$ cat config.mk
export PLATFORM = sky130hd
export DESIGN_NAME = ooo
export DESIGN_NICKNAME = d
export VERILOG_FILES = /design/src/ooo_commit_pkg.sv /design/src/ooo_issue_pkg.sv /design/src/ooo_bus_if.sv /design/src/ooo.sv /design/src/rob.sv /design/src/fu_cdb.sv /design/src/rs.sv /design/src/prf.sv /design/src/rename_map.sv
export VERILOG_INCLUDE_DIRS = /design/src
export SDC_FILE = /design/constraint.sdc
export NUM_CORES = 2
export LEC_CHECK = 0
export BUFFER_PORTS_ARGS = -buffer_cell sky130_fd_sc_hd__buf_2
export CELL_PAD_IN_SITES_DETAIL_PLACEMENT = 0
export CELL_PAD_IN_SITES_GLOBAL_PLACEMENT = 1
export CORE_UTILIZATION = 25
export CTS_CLUSTER_DIAMETER = 30
export DETAILED_ROUTE_END_ITERATION = 16
export PLACE_DENSITY = 0.55
export SYNTH_ARGS = -nofsm -noshare
export SYNTH_HDL_FRONTEND = slang
export SYNTH_SLANG_ARGS = --single-unit
$ cat constraint.sdc
create_clock -name clock -period 6.3 [get_ports clock]
set_input_delay 0.63 -clock clock [delete_from_list [all_inputs] [get_ports clock]]
set_output_delay 0.63 -clock clock [all_outputs]
set_load 0.02 [all_outputs]
$ cat src/ooo_defines.svh
`ifndef OOO_DEFINES_SVH
`define OOO_DEFINES_SVH

// datapath and structure sizes
`define XLEN         16
`define ARCH_REG_SZ  8
`define PHYS_REG_SZ  24
`define ROB_SZ       8
`define RS_SZ        4
`define MULT_STAGES  3

// index widths
`define ARN_W        3
`define PRN_W        5
`define ROBN_W       3
`define FREE_CNT_W   5

`endif
$ cat src/ooo_commit_pkg.sv
`include "ooo_defines.svh"

package ooo_commit_pkg;

    typedef struct packed {
        logic               valid;
        logic [`PRN_W-1:0]  dest_prn;
        logic [`ROBN_W-1:0] robn;
        logic [`XLEN-1:0]   value;
    } cdb_t;

    // old_prn goes back to the free list at commit
    typedef struct packed {
        logic [`ARN_W-1:0] dest_arn;
        logic [`PRN_W-1:0] dest_prn;
        logic [`PRN_W-1:0] old_prn;
        logic              done;
    } rob_entry_t;

endpackage

$ cat src/ooo_issue_pkg.sv
`include "ooo_defines.svh"

package ooo_issue_pkg;

    typedef enum logic [2:0] {
        OP_ADD,
        OP_SUB,
        OP_AND,
        OP_OR,
        OP_XOR,
        OP_SLT,
        OP_LI,
        OP_MUL
    } alu_op_e;

    typedef struct packed {
        logic [`XLEN-`PRN_W-1:0] pad;
        logic [`PRN_W-1:0]       prn;
    } operand_tag_t;

    // value once ready, producer tag while waiting
    typedef union packed {
        logic [`XLEN-1:0] value;
        operand_tag_t     tag;
    } operand_u;

    typedef struct packed {
        logic               valid;
        alu_op_e            op;
        logic               op1_ready;
        operand_u           op1;
        logic               op2_ready;
        operand_u           op2;
        logic [`PRN_W-1:0]  dest_prn;
        logic [`ROBN_W-1:0] robn;
    } rs_entry_t;

endpackage

$ cat src/ooo_bus_if.sv
`timescale 1ns/1ps
`include "ooo_defines.svh"

// one result per cycle from the function units
interface cdb_bus;
    logic               valid;
    logic [`PRN_W-1:0]  dest_prn;
    logic [`ROBN_W-1:0] robn;
    logic [`XLEN-1:0]   value;

    modport source(output valid, dest_prn, robn, value);
    modport sink(input valid, dest_prn, robn, value);
endinterface

// in-order retirement from the rob head
interface commit_bus;
    logic              valid;
    logic [`ARN_W-1:0] dest_arn;
    logic [`PRN_W-1:0] dest_prn;
    logic [`PRN_W-1:0] old_prn;

    modport source(output valid, dest_arn, dest_prn, old_prn);
    modport sink(input valid, dest_arn, dest_prn, old_prn);
endinterface

$ cat src/ooo.sv
`timescale 1ns/1ps
`include "ooo_defines.svh"

module ooo (
    input  logic                   clock,
    input  logic                   reset,
    input  logic                   dispatch_valid,
    input  ooo_issue_pkg::alu_op_e dispatch_op,
    input  logic [`ARN_W-1:0]      dest_arn,
    input  logic [`ARN_W-1:0]      src1_arn,
    input  logic [`ARN_W-1:0]      src2_arn,
    input  logic [`XLEN-1:0]       imm,
    output logic                   stall,
    output logic                   commit_valid,
    output logic [`ARN_W-1:0]      commit_arn,
    output logic [`XLEN-1:0]       commit_value,
    output logic                   commit_wr_en
);

    import ooo_issue_pkg::*;
    import ooo_commit_pkg::*;

    cdb_bus    cdb ();
    commit_bus commit ();

    logic               accept;
    logic               free_empty;
    logic               rs_full;
    logic               rob_full;
    logic [`PRN_W-1:0]  src1_prn;
    logic [`PRN_W-1:0]  src2_prn;
    logic [`PRN_W-1:0]  new_prn;
    logic [`PRN_W-1:0]  old_prn;
    logic [`XLEN-1:0]   prf_value1;
    logic [`XLEN-1:0]   prf_value2;
    logic               prf_ready1;
    logic               prf_ready2;
    logic               hit1;
    logic               hit2;
    logic [`ROBN_W-1:0] tail_robn;
    logic               issue_valid;
    logic               alu_avail;
    rs_entry_t          rs_entry;
    rs_entry_t          issue_entry;
    rob_entry_t         rob_entry;

    // value if known, else the same-cycle cdb result, else the tag
    function automatic operand_u form_operand(input logic             ready,
                                              input logic [`XLEN-1:0] value,
                                              input logic [`PRN_W-1:0] prn,
                                              input logic             hit,
                                              input logic [`XLEN-1:0] bypass);
        operand_u op;
        op.tag.pad = '0;
        op.tag.prn = prn;
        if (ready) begin
            op.value = value;
        end else if (hit) begin
            op.value = bypass;
        end
        return op;
    endfunction

    assign stall  = free_empty || rs_full || rob_full;
    assign accept = dispatch_valid && !stall;

    assign hit1 = cdb.valid && (cdb.dest_prn == src1_prn);
    assign hit2 = cdb.valid && (cdb.dest_prn == src2_prn);

    always_comb begin
        rs_entry.valid     = 1'b1;
        rs_entry.op        = dispatch_op;
        rs_entry.dest_prn  = new_prn;
        rs_entry.robn      = tail_robn;
        rs_entry.op1_ready = prf_ready1 || hit1;
        rs_entry.op2_ready = prf_ready2 || hit2;
        rs_entry.op1 = form_operand(prf_ready1, prf_value1, src1_prn, hit1, cdb.value);
        rs_entry.op2 = form_operand(prf_ready2, prf_value2, src2_prn, hit2, cdb.value);
        // li carries its immediate as a ready operand
        if (dispatch_op == OP_LI) begin
            rs_entry.op1_ready = 1'b1;
            rs_entry.op2_ready = 1'b1;
            rs_entry.op1.value = imm;
            rs_entry.op2.value = imm;
        end
        rob_entry = '{dest_arn: dest_arn, dest_prn: new_prn, old_prn: old_prn, done: 1'b0};
    end

    rename_map rename_map_inst (
        .clock(clock), .reset(reset), .rename_en(accept),
        .src1_arn(src1_arn), .src2_arn(src2_arn), .dest_arn(dest_arn),
        .src1_prn(src1_prn), .src2_prn(src2_prn), .dest_prn(new_prn), .old_prn(old_prn),
        .free_empty(free_empty), .commit(commit)
    );

    prf prf_inst (
        .clock(clock), .reset(reset),
        .read_prn1(src1_prn), .read_prn2(src2_prn),
        .read_value1(prf_value1), .read_value2(prf_value2),
        .read_ready1(prf_ready1), .read_ready2(prf_ready2),
        .alloc_en(accept && (dest_arn != '0)), .alloc_prn(new_prn),
        .cdb(cdb), .commit(commit), .commit_value(commit_value)
    );

    rs rs_inst (
        .clock(clock), .reset(reset), .insert_en(accept), .insert_entry(rs_entry),
        .cdb(cdb), .alu_avail(alu_avail),
        .issue_valid(issue_valid), .issue_entry(issue_entry), .full(rs_full)
    );

    fu_cdb fu_cdb_inst (
        .clock(clock), .reset(reset), .issue_valid(issue_valid), .issue_entry(issue_entry),
        .alu_avail(alu_avail), .cdb(cdb)
    );

    rob rob_inst (
        .clock(clock), .reset(reset), .alloc_en(accept), .alloc_entry(rob_entry),
        .tail_robn(tail_robn), .full(rob_full), .cdb(cdb), .commit(commit)
    );

    // commit output, one cycle behind the rob head
    always_ff @(posedge clock) begin
        commit_arn <= commit.dest_arn;
        if (reset) begin
            commit_valid <= 1'b0;
            commit_wr_en <= 1'b0;
        end else begin
            commit_valid <= commit.valid;
            commit_wr_en <= commit.valid && (commit.dest_arn != '0);
        end
    end

endmodule

$ cat src/rob.sv
`timescale 1ns/1ps
`include "ooo_defines.svh"

module rob (
    input  logic                        clock,
    input  logic                        reset,
    input  logic                        alloc_en,
    input  ooo_commit_pkg::rob_entry_t  alloc_entry,
    output logic [`ROBN_W-1:0]          tail_robn,
    output logic                        full,
    cdb_bus.sink                        cdb,
    commit_bus.source                   commit
);

    import ooo_commit_pkg::*;

    rob_entry_t         entries [`ROB_SZ];
    logic [`ROBN_W-1:0] head;
    logic [`ROBN_W-1:0] tail;
    logic [`ROBN_W:0]   count;
    logic               retire;

    assign retire    = (count != '0) && entries[head].done;
    assign full      = (count == `ROB_SZ);
    assign tail_robn = tail;

    assign commit.valid    = retire;
    assign commit.dest_arn = entries[head].dest_arn;
    assign commit.dest_prn = entries[head].dest_prn;
    assign commit.old_prn  = entries[head].old_prn;

    always_ff @(posedge clock) begin
        if (reset) begin
            head  <= '0;
            tail  <= '0;
            count <= '0;
        end else begin
            if (alloc_en) begin
                entries[tail] <= alloc_entry;
                tail          <= tail + 1'b1;
            end
            // completion by robn
            if (cdb.valid) begin
                entries[cdb.robn].done <= 1'b1;
            end
            if (retire) begin
                head <= head + 1'b1;
            end
            count <= count + (`ROBN_W+1)'(alloc_en) - (`ROBN_W+1)'(retire);
        end
    end

endmodule

$ cat src/fu_cdb.sv
`timescale 1ns/1ps
`include "ooo_defines.svh"

module fu_cdb (
    input  logic                     clock,
    input  logic                     reset,
    input  logic                     issue_valid,
    input  ooo_issue_pkg::rs_entry_t issue_entry,
    output logic                     alu_avail,
    cdb_bus.source                   cdb
);

    import ooo_issue_pkg::*;
    import ooo_commit_pkg::*;

    cdb_t             alu_q;
    cdb_t             mul_q [`MULT_STAGES];
    cdb_t             cdb_out;
    logic [`XLEN-1:0] a;
    logic [`XLEN-1:0] b;
    logic [`XLEN-1:0] alu_result;
    logic [`XLEN-1:0] product;
    logic             is_mul;

    assign a       = issue_entry.op1.value;
    assign b       = issue_entry.op2.value;
    assign product = a * b;
    assign is_mul  = (issue_entry.op == OP_MUL);

    always_comb begin
        case (issue_entry.op)
            OP_ADD:  alu_result = a + b;
            OP_SUB:  alu_result = a - b;
            OP_AND:  alu_result = a & b;
            OP_OR:   alu_result = a | b;
            OP_XOR:  alu_result = a ^ b;
            OP_SLT:  alu_result = `XLEN'($signed(a) < $signed(b));
            OP_LI:   alu_result = a;
            default: alu_result = '0;
        endcase
    end

    // a product lands on the cdb next cycle, keep the alu off it
    assign alu_avail = !mul_q[`MULT_STAGES-2].valid;

    always_ff @(posedge clock) begin
        alu_q.dest_prn    <= issue_entry.dest_prn;
        alu_q.robn        <= issue_entry.robn;
        alu_q.value       <= alu_result;
        mul_q[0].dest_prn <= issue_entry.dest_prn;
        mul_q[0].robn     <= issue_entry.robn;
        mul_q[0].value    <= product;
        for (int i = 1; i < `MULT_STAGES; i++) begin
            mul_q[i].dest_prn <= mul_q[i-1].dest_prn;
            mul_q[i].robn     <= mul_q[i-1].robn;
            mul_q[i].value    <= mul_q[i-1].value;
        end
        if (reset) begin
            alu_q.valid <= 1'b0;
            for (int i = 0; i < `MULT_STAGES; i++) begin
                mul_q[i].valid <= 1'b0;
            end
        end else begin
            alu_q.valid    <= issue_valid && !is_mul;
            mul_q[0].valid <= issue_valid && is_mul;
            for (int i = 1; i < `MULT_STAGES; i++) begin
                mul_q[i].valid <= mul_q[i-1].valid;
            end
        end
    end

    assign cdb_out = mul_q[`MULT_STAGES-1].valid ? mul_q[`MULT_STAGES-1] : alu_q;

    assign cdb.valid    = cdb_out.valid;
    assign cdb.dest_prn = cdb_out.dest_prn;
    assign cdb.robn     = cdb_out.robn;
    assign cdb.value    = cdb_out.value;

endmodule

$ cat src/rs.sv
`timescale 1ns/1ps
`include "ooo_defines.svh"

module rs (
    input  logic                      clock,
    input  logic                      reset,
    input  logic                      insert_en,
    input  ooo_issue_pkg::rs_entry_t  insert_entry,
    cdb_bus.sink                      cdb,
    input  logic                      alu_avail,
    output logic                      issue_valid,
    output ooo_issue_pkg::rs_entry_t  issue_entry,
    output logic                      full
);

    import ooo_issue_pkg::*;

    localparam int IDX_W = $clog2(`RS_SZ);

    rs_entry_t        entries [`RS_SZ];
    logic [IDX_W-1:0] issue_idx;
    logic [IDX_W-1:0] free_idx;
    logic             has_free;

    // descending scan so the lowest index wins
    always_comb begin
        issue_valid = 1'b0;
        issue_idx   = '0;
        has_free    = 1'b0;
        free_idx    = '0;
        for (int i = `RS_SZ - 1; i >= 0; i--) begin
            if (entries[i].valid && entries[i].op1_ready && entries[i].op2_ready &&
                    (entries[i].op == OP_MUL || alu_avail)) begin
                issue_valid = 1'b1;
                issue_idx   = IDX_W'(i);
            end
            if (!entries[i].valid) begin
                has_free = 1'b1;
                free_idx = IDX_W'(i);
            end
        end
    end

    assign issue_entry = entries[issue_idx];
    assign full        = !has_free;

    always_ff @(posedge clock) begin
        if (reset) begin
            for (int i = 0; i < `RS_SZ; i++) begin
                entries[i].valid <= 1'b0;
            end
        end else begin
            // wakeup on tag match
            for (int i = 0; i < `RS_SZ; i++) begin
                if (entries[i].valid && cdb.valid) begin
                    if (!entries[i].op1_ready && entries[i].op1.tag.prn == cdb.dest_prn) begin
                        entries[i].op1.value <= cdb.value;
                        entries[i].op1_ready <= 1'b1;
                    end
                    if (!entries[i].op2_ready && entries[i].op2.tag.prn == cdb.dest_prn) begin
                        entries[i].op2.value <= cdb.value;
                        entries[i].op2_ready <= 1'b1;
                    end
                end
            end
            if (issue_valid) begin
                entries[issue_idx].valid <= 1'b0;
            end
            if (insert_en) begin
                entries[free_idx] <= insert_entry;
            end
        end
    end

endmodule

$ cat src/prf.sv
`timescale 1ns/1ps
`include "ooo_defines.svh"

module prf (
    input  logic              clock,
    input  logic              reset,
    input  logic [`PRN_W-1:0] read_prn1,
    input  logic [`PRN_W-1:0] read_prn2,
    output logic [`XLEN-1:0]  read_value1,
    output logic [`XLEN-1:0]  read_value2,
    output logic              read_ready1,
    output logic              read_ready2,
    input  logic              alloc_en,
    input  logic [`PRN_W-1:0] alloc_prn,
    cdb_bus.sink              cdb,
    commit_bus.sink           commit,
    output logic [`XLEN-1:0]  commit_value
);

    logic [`XLEN-1:0]        values [`PHYS_REG_SZ];
    logic [`PHYS_REG_SZ-1:0] ready;

    assign read_value1 = values[read_prn1];
    assign read_value2 = values[read_prn2];
    assign read_ready1 = ready[read_prn1];
    assign read_ready2 = ready[read_prn2];

    always_ff @(posedge clock) begin
        if (reset) begin
            // architectural state starts at zero
            for (int i = 0; i < `PHYS_REG_SZ; i++) begin
                values[i] <= '0;
            end
            ready <= '1;
        end else begin
            if (alloc_en) begin
                ready[alloc_prn] <= 1'b0;
            end
            // p0 stays zero
            if (cdb.valid && (cdb.dest_prn != '0)) begin
                values[cdb.dest_prn] <= cdb.value;
                ready[cdb.dest_prn]  <= 1'b1;
            end
        end
    end

    // third read port for the commit output
    always_ff @(posedge clock) begin
        if (commit.valid) begin
            commit_value <= values[commit.dest_prn];
        end
    end

endmodule

$ cat src/rename_map.sv
`timescale 1ns/1ps
`include "ooo_defines.svh"

module rename_map (
    input  logic              clock,
    input  logic              reset,
    input  logic              rename_en,
    input  logic [`ARN_W-1:0] src1_arn,
    input  logic [`ARN_W-1:0] src2_arn,
    input  logic [`ARN_W-1:0] dest_arn,
    output logic [`PRN_W-1:0] src1_prn,
    output logic [`PRN_W-1:0] src2_prn,
    output logic [`PRN_W-1:0] dest_prn,
    output logic [`PRN_W-1:0] old_prn,
    output logic              free_empty,
    commit_bus.sink           commit
);

    localparam int FREE_SZ    = `PHYS_REG_SZ - `ARCH_REG_SZ;
    localparam int FREE_PTR_W = $clog2(FREE_SZ);

    logic [`PRN_W-1:0]      spec_map   [`ARCH_REG_SZ];
    logic [`PRN_W-1:0]      free_list  [FREE_SZ];
    logic [FREE_PTR_W-1:0]  head;
    logic [FREE_PTR_W-1:0]  tail;
    logic [`FREE_CNT_W-1:0] count;
    logic                   pop;
    logic                   push;

    // r0 is hardwired to p0
    assign pop  = rename_en && (dest_arn != '0);
    assign push = commit.valid && (commit.dest_arn != '0);

    assign src1_prn   = spec_map[src1_arn];
    assign src2_prn   = spec_map[src2_arn];
    assign dest_prn   = (dest_arn == '0) ? '0 : free_list[head];
    assign old_prn    = spec_map[dest_arn];
    assign free_empty = (count == '0);

    always_ff @(posedge clock) begin
        if (reset) begin
            for (int i = 0; i < `ARCH_REG_SZ; i++) begin
                spec_map[i] <= `PRN_W'(i);
            end
            for (int i = 0; i < FREE_SZ; i++) begin
                free_list[i] <= `PRN_W'(i + `ARCH_REG_SZ);
            end
            head  <= '0;
            tail  <= '0;
            count <= `FREE_CNT_W'(FREE_SZ);
        end else begin
            if (pop) begin
                spec_map[dest_arn] <= free_list[head];
                head               <= head + 1'b1;
            end
            if (push) begin
                free_list[tail] <= commit.old_prn;
                tail            <= tail + 1'b1;
            end
            count <= count + `FREE_CNT_W'(push) - `FREE_CNT_W'(pop);
        end
    end

endmodule

==> flow_metrics.tcl <==
set metrics [dict create \
    status "finished clean" \
    ys.warnings.count 0 \
    max-clock-path-buffers 4 \
    drc_errors 0 \
    place.detailed.hpwl_mm 160.4 \
    antenna_found_initial 23 \
    synth-simple-area-share_pct 16.50 \
    ys_seq_area_share_pct 51.30 \
    fin_area_sq_mm 0.07741 \
    vias_per_cell 5.092 \
    coreArea_sq_mm 0.2414 \
    vias 48584 \
    tightest_slew_ps 1268 \
    crit_type "reg2reg" \
    power_switching_mw 16.65 \
    worst-path-max-fanout 24 \
    synth_cell_type_count 85 \
    synth_mux_area_share_pct 10.07 \
    crit_arrival_ps 7090 \
    grt.overflow.total 0 \
    grt_pass1_vias 47623 \
    synth_compound_area_share_pct 10.91 \
    cts_root_buffer "clkbuf_16" \
    clock.fmax_ghz 0.1595 \
    crit_required_ps 7120 \
    syn2layout_area_growth_pct 27.08 \
    final_max_slew_viol_count 0 \
    p_leak_nw 29.04 \
    power.total_mw 44.96 \
    synth_ff_type "edfxtp_1" \
    drtIter0Drc 4784 \
    synth_cells 5841 \
    grt_setup_unrepaired "true" \
    cts_tree "done" \
    path_common_cell "xnor2_1" \
    crit_slowest_cell "fa_1" \
    grt_pass1_wl_mm 347.0 \
    finalSetupViolations 0 \
    rows 180 \
    start_kind "flip-flop" \
    cap_violations 0 \
    hold_viol_final 0 \
    max_stage_delay_ps 560 \
    finalNetCount 6359 \
    fin_skew_ps 76.63 \
    initial_core_util_pct 25.23 \
    dieArea_sq_mm 0.2456 \
    grt_usage_pct 19.55 \
    post-route-period-util_pct 99.53 \
    die_w_microns 495.6 \
    dr.pass1.iters 8 \
    syn_avg_cell_area_sq_um 10.43 \
    cts_sinks 1095 \
    synth_edf_count 932 \
    ios 53 \
    comb_power_share_pct 45.2 \
    die_height_microns 495.6 \
    grt_max_degree 109 \
    synth_top_family_by_area "simple AND/OR/NAND/NOR gates" \
    cts_buffers 305 \
    crit_path_end_kind "flip-flop" \
    final_cell_mix "nand2_1, edfxtp_1, nor2_1" \
    seq_power_share_pct 20.8 \
    io_buffers 52 \
    irDropWorstVdd_uv 1328 \
    p_int_mw 28.30 \
    synth-xor-area-share_pct 1.633 \
    drive_gt1_share_pct 19.35 \
    fillerInstances 24508 \
    async_flop_share_pct 0 \
    min-delay-path-class "in2reg" \
    htree_levels 5 \
    synthAdderAreaFrac_pct 5.151 \
    p_per_area_mw_per_mm2 580.7 \
    syn_area_sq_mm 0.06092 \
    clk_latency_ps 920 \
    gp_congestion 0.9048 \
    relSlewSlack_pct 13.68 \
    cts.clk_slew.worst_paths_ps 40 \
    ant_nets 0 \
    clkPwrFrac_pct 34.0 \
    placed_area_sq_mm 0.06699 \
    p_sw_share_pct 37.04 \
    synth-seq-cells 1095 \
    period_minus_slack_ps 6271 \
    wirelength_mm 244.2 \
    wire_per_inst_microns 25.59 \
]
cell type report:
| class | count | area [sq um] | share of cell area, % |
|---|---|---|---|
| clock buffers | 360 | 8048 | 10.40 |
| well taps | 3185 | 3985 | 5.148 |
| flip-flops and latches | 1095 | 31260 | 40.38 |
| multi-input cells | 4108 | 27940 | 36.10 |
| clock inverters | 172 | 2043 | 2.639 |
| repair buffers | 406 | 3324 | 4.294 |
| diodes | 5 | 12.51 | 0.01616 |
| inverters | 211 | 799.5 | 1.033 |
worst paths after layout:
path	startpoint	end	slack, ps	cells after the start
setup / recovery	rs_inst.entries[3][43]	fu_cdb_inst.mul_q[0][15]	30	26
hold / removal	dispatch_op[0]	rs_inst.entries[2][42]	170	1
setup reg to reg	rs_inst.entries[3][43]	fu_cdb_inst.mul_q[0][15]	30	26
hold reg to reg	fu_cdb_inst.mul_q[0][15]	fu_cdb_inst.mul_q[0][40]	310	0
Yosys cell counts, types with 38 or more instances:
library cell  number  area [sq um]
buf_2             50         250.2
nand2_1          934          3506
and2_1           131         819.5
a21o_1            49         367.9
fa_1              83          1662
a211oi_1         191          1434
mux2i_1          271          2713
a21oi_1          326          1632
o21ai_0           63         315.3
dfxtp_1          163          3263
inv_1            199         747.0
nand3_1          180         900.9
xnor2_1           78         683.2
edfxtp_1         932         27990
nand2b_1          53         331.6
nor2_1           829          3112
a31oi_1           99         619.3
and3_1            38         237.7
mux4_2           129          2905
mux2_2            38         427.9
clkbuf_1         328          1231
a311oi_1          87         762.0
ha_1             118          1476
nor3_1            58         290.3
flip-flops by register name, indices dropped and copies added (netlist names), named ones only:
name / count
prf_inst.values: 512
rs_inst.entries: 184
prf_inst.commit_value: 16
fu_cdb_inst.mul_q: 69
prf_inst.ready: 24
fu_cdb_inst.alu_q: 23
rob_inst.count: 4
rename_map_inst.count: 5
rename_map_inst.free_list: 80
rename_map_inst.spec_map: 40
rob_inst.entries: 112
commit_valid: 1
rename_map_inst.head: 4
commit_arn: 3
rename_map_inst.tail: 4
commit_wr_en: 1
rob_inst.head: 3
rob_inst.tail_robn: 3
power by group through the flow:
stage	Sequential (mW)	Clock (mW)	Combinational, mW
after floorplan	9.28	0	12.0
after global placement	9.47	0	19.6
after detailed placement	9.48	0	19.7
after CTS	9.36	15.5	19.9
after global routing	9.41	15.8	22.6
final	9.36	15.3	20.3
layer usage:
layer	global-route usage, %	vias to the layer above	wire length [microns]
met3	3.875	404	19230
met4	6.747	10	7855
met1	27.16	24465	108500
met5	0	-	59
met2	30.14	2115	108500
li1	-	21590	-
metrics by stage:
step	worst slack [ps]	hold slack, ps	utilization, %	std cells	setup TNS [ps]
final	29.32	170.6	32.06	9542	0
after global routing	-353.7	122.3	32.06	9538	-463.4
after CTS	-18.92	112.1	31.96	9528	-18.92
after detailed placement	-289.5	312.1	27.75	8990	-515.0
after global placement	-243.0	310.4	27.75	8990	-338.1
after floorplan	5.812	309.6	-	5861	0
repair_timing:
| action | CTS | global route |
|---|---|---|
| hold buffers | 2 | 0 |
| buffers inserted | 4 | 9 |
| endpoints found under the hold margin | 8 | 0 |
| endpoints found under the setup margin | 3 | 5 |
| pin swaps | 4 | 17 |
| resized for setup | 9 | 41 |
cells by family after synthesis:
logic type / after synthesis
other: 1
muxes: 443
and+or+nand+nor: 2332
DFF: 1095
AOI/OAI and AO/OA: 999
xor gates and xnor gates: 112
adders and majority gates: 201
buffers and inverters: 658
worst max-delay path: cells and delay by family, from the launching register on:
kind | cells | cell delay, ps
flops | 1 | 360
compound gates | 1 | 180
buf+inv | 6 | 610
fa+ha+maj | 6 | 2950
simple gates | 5 | 860
xor+xnor | 8 | 1260
Note: power is estimated with default switching activity, not from simulation.
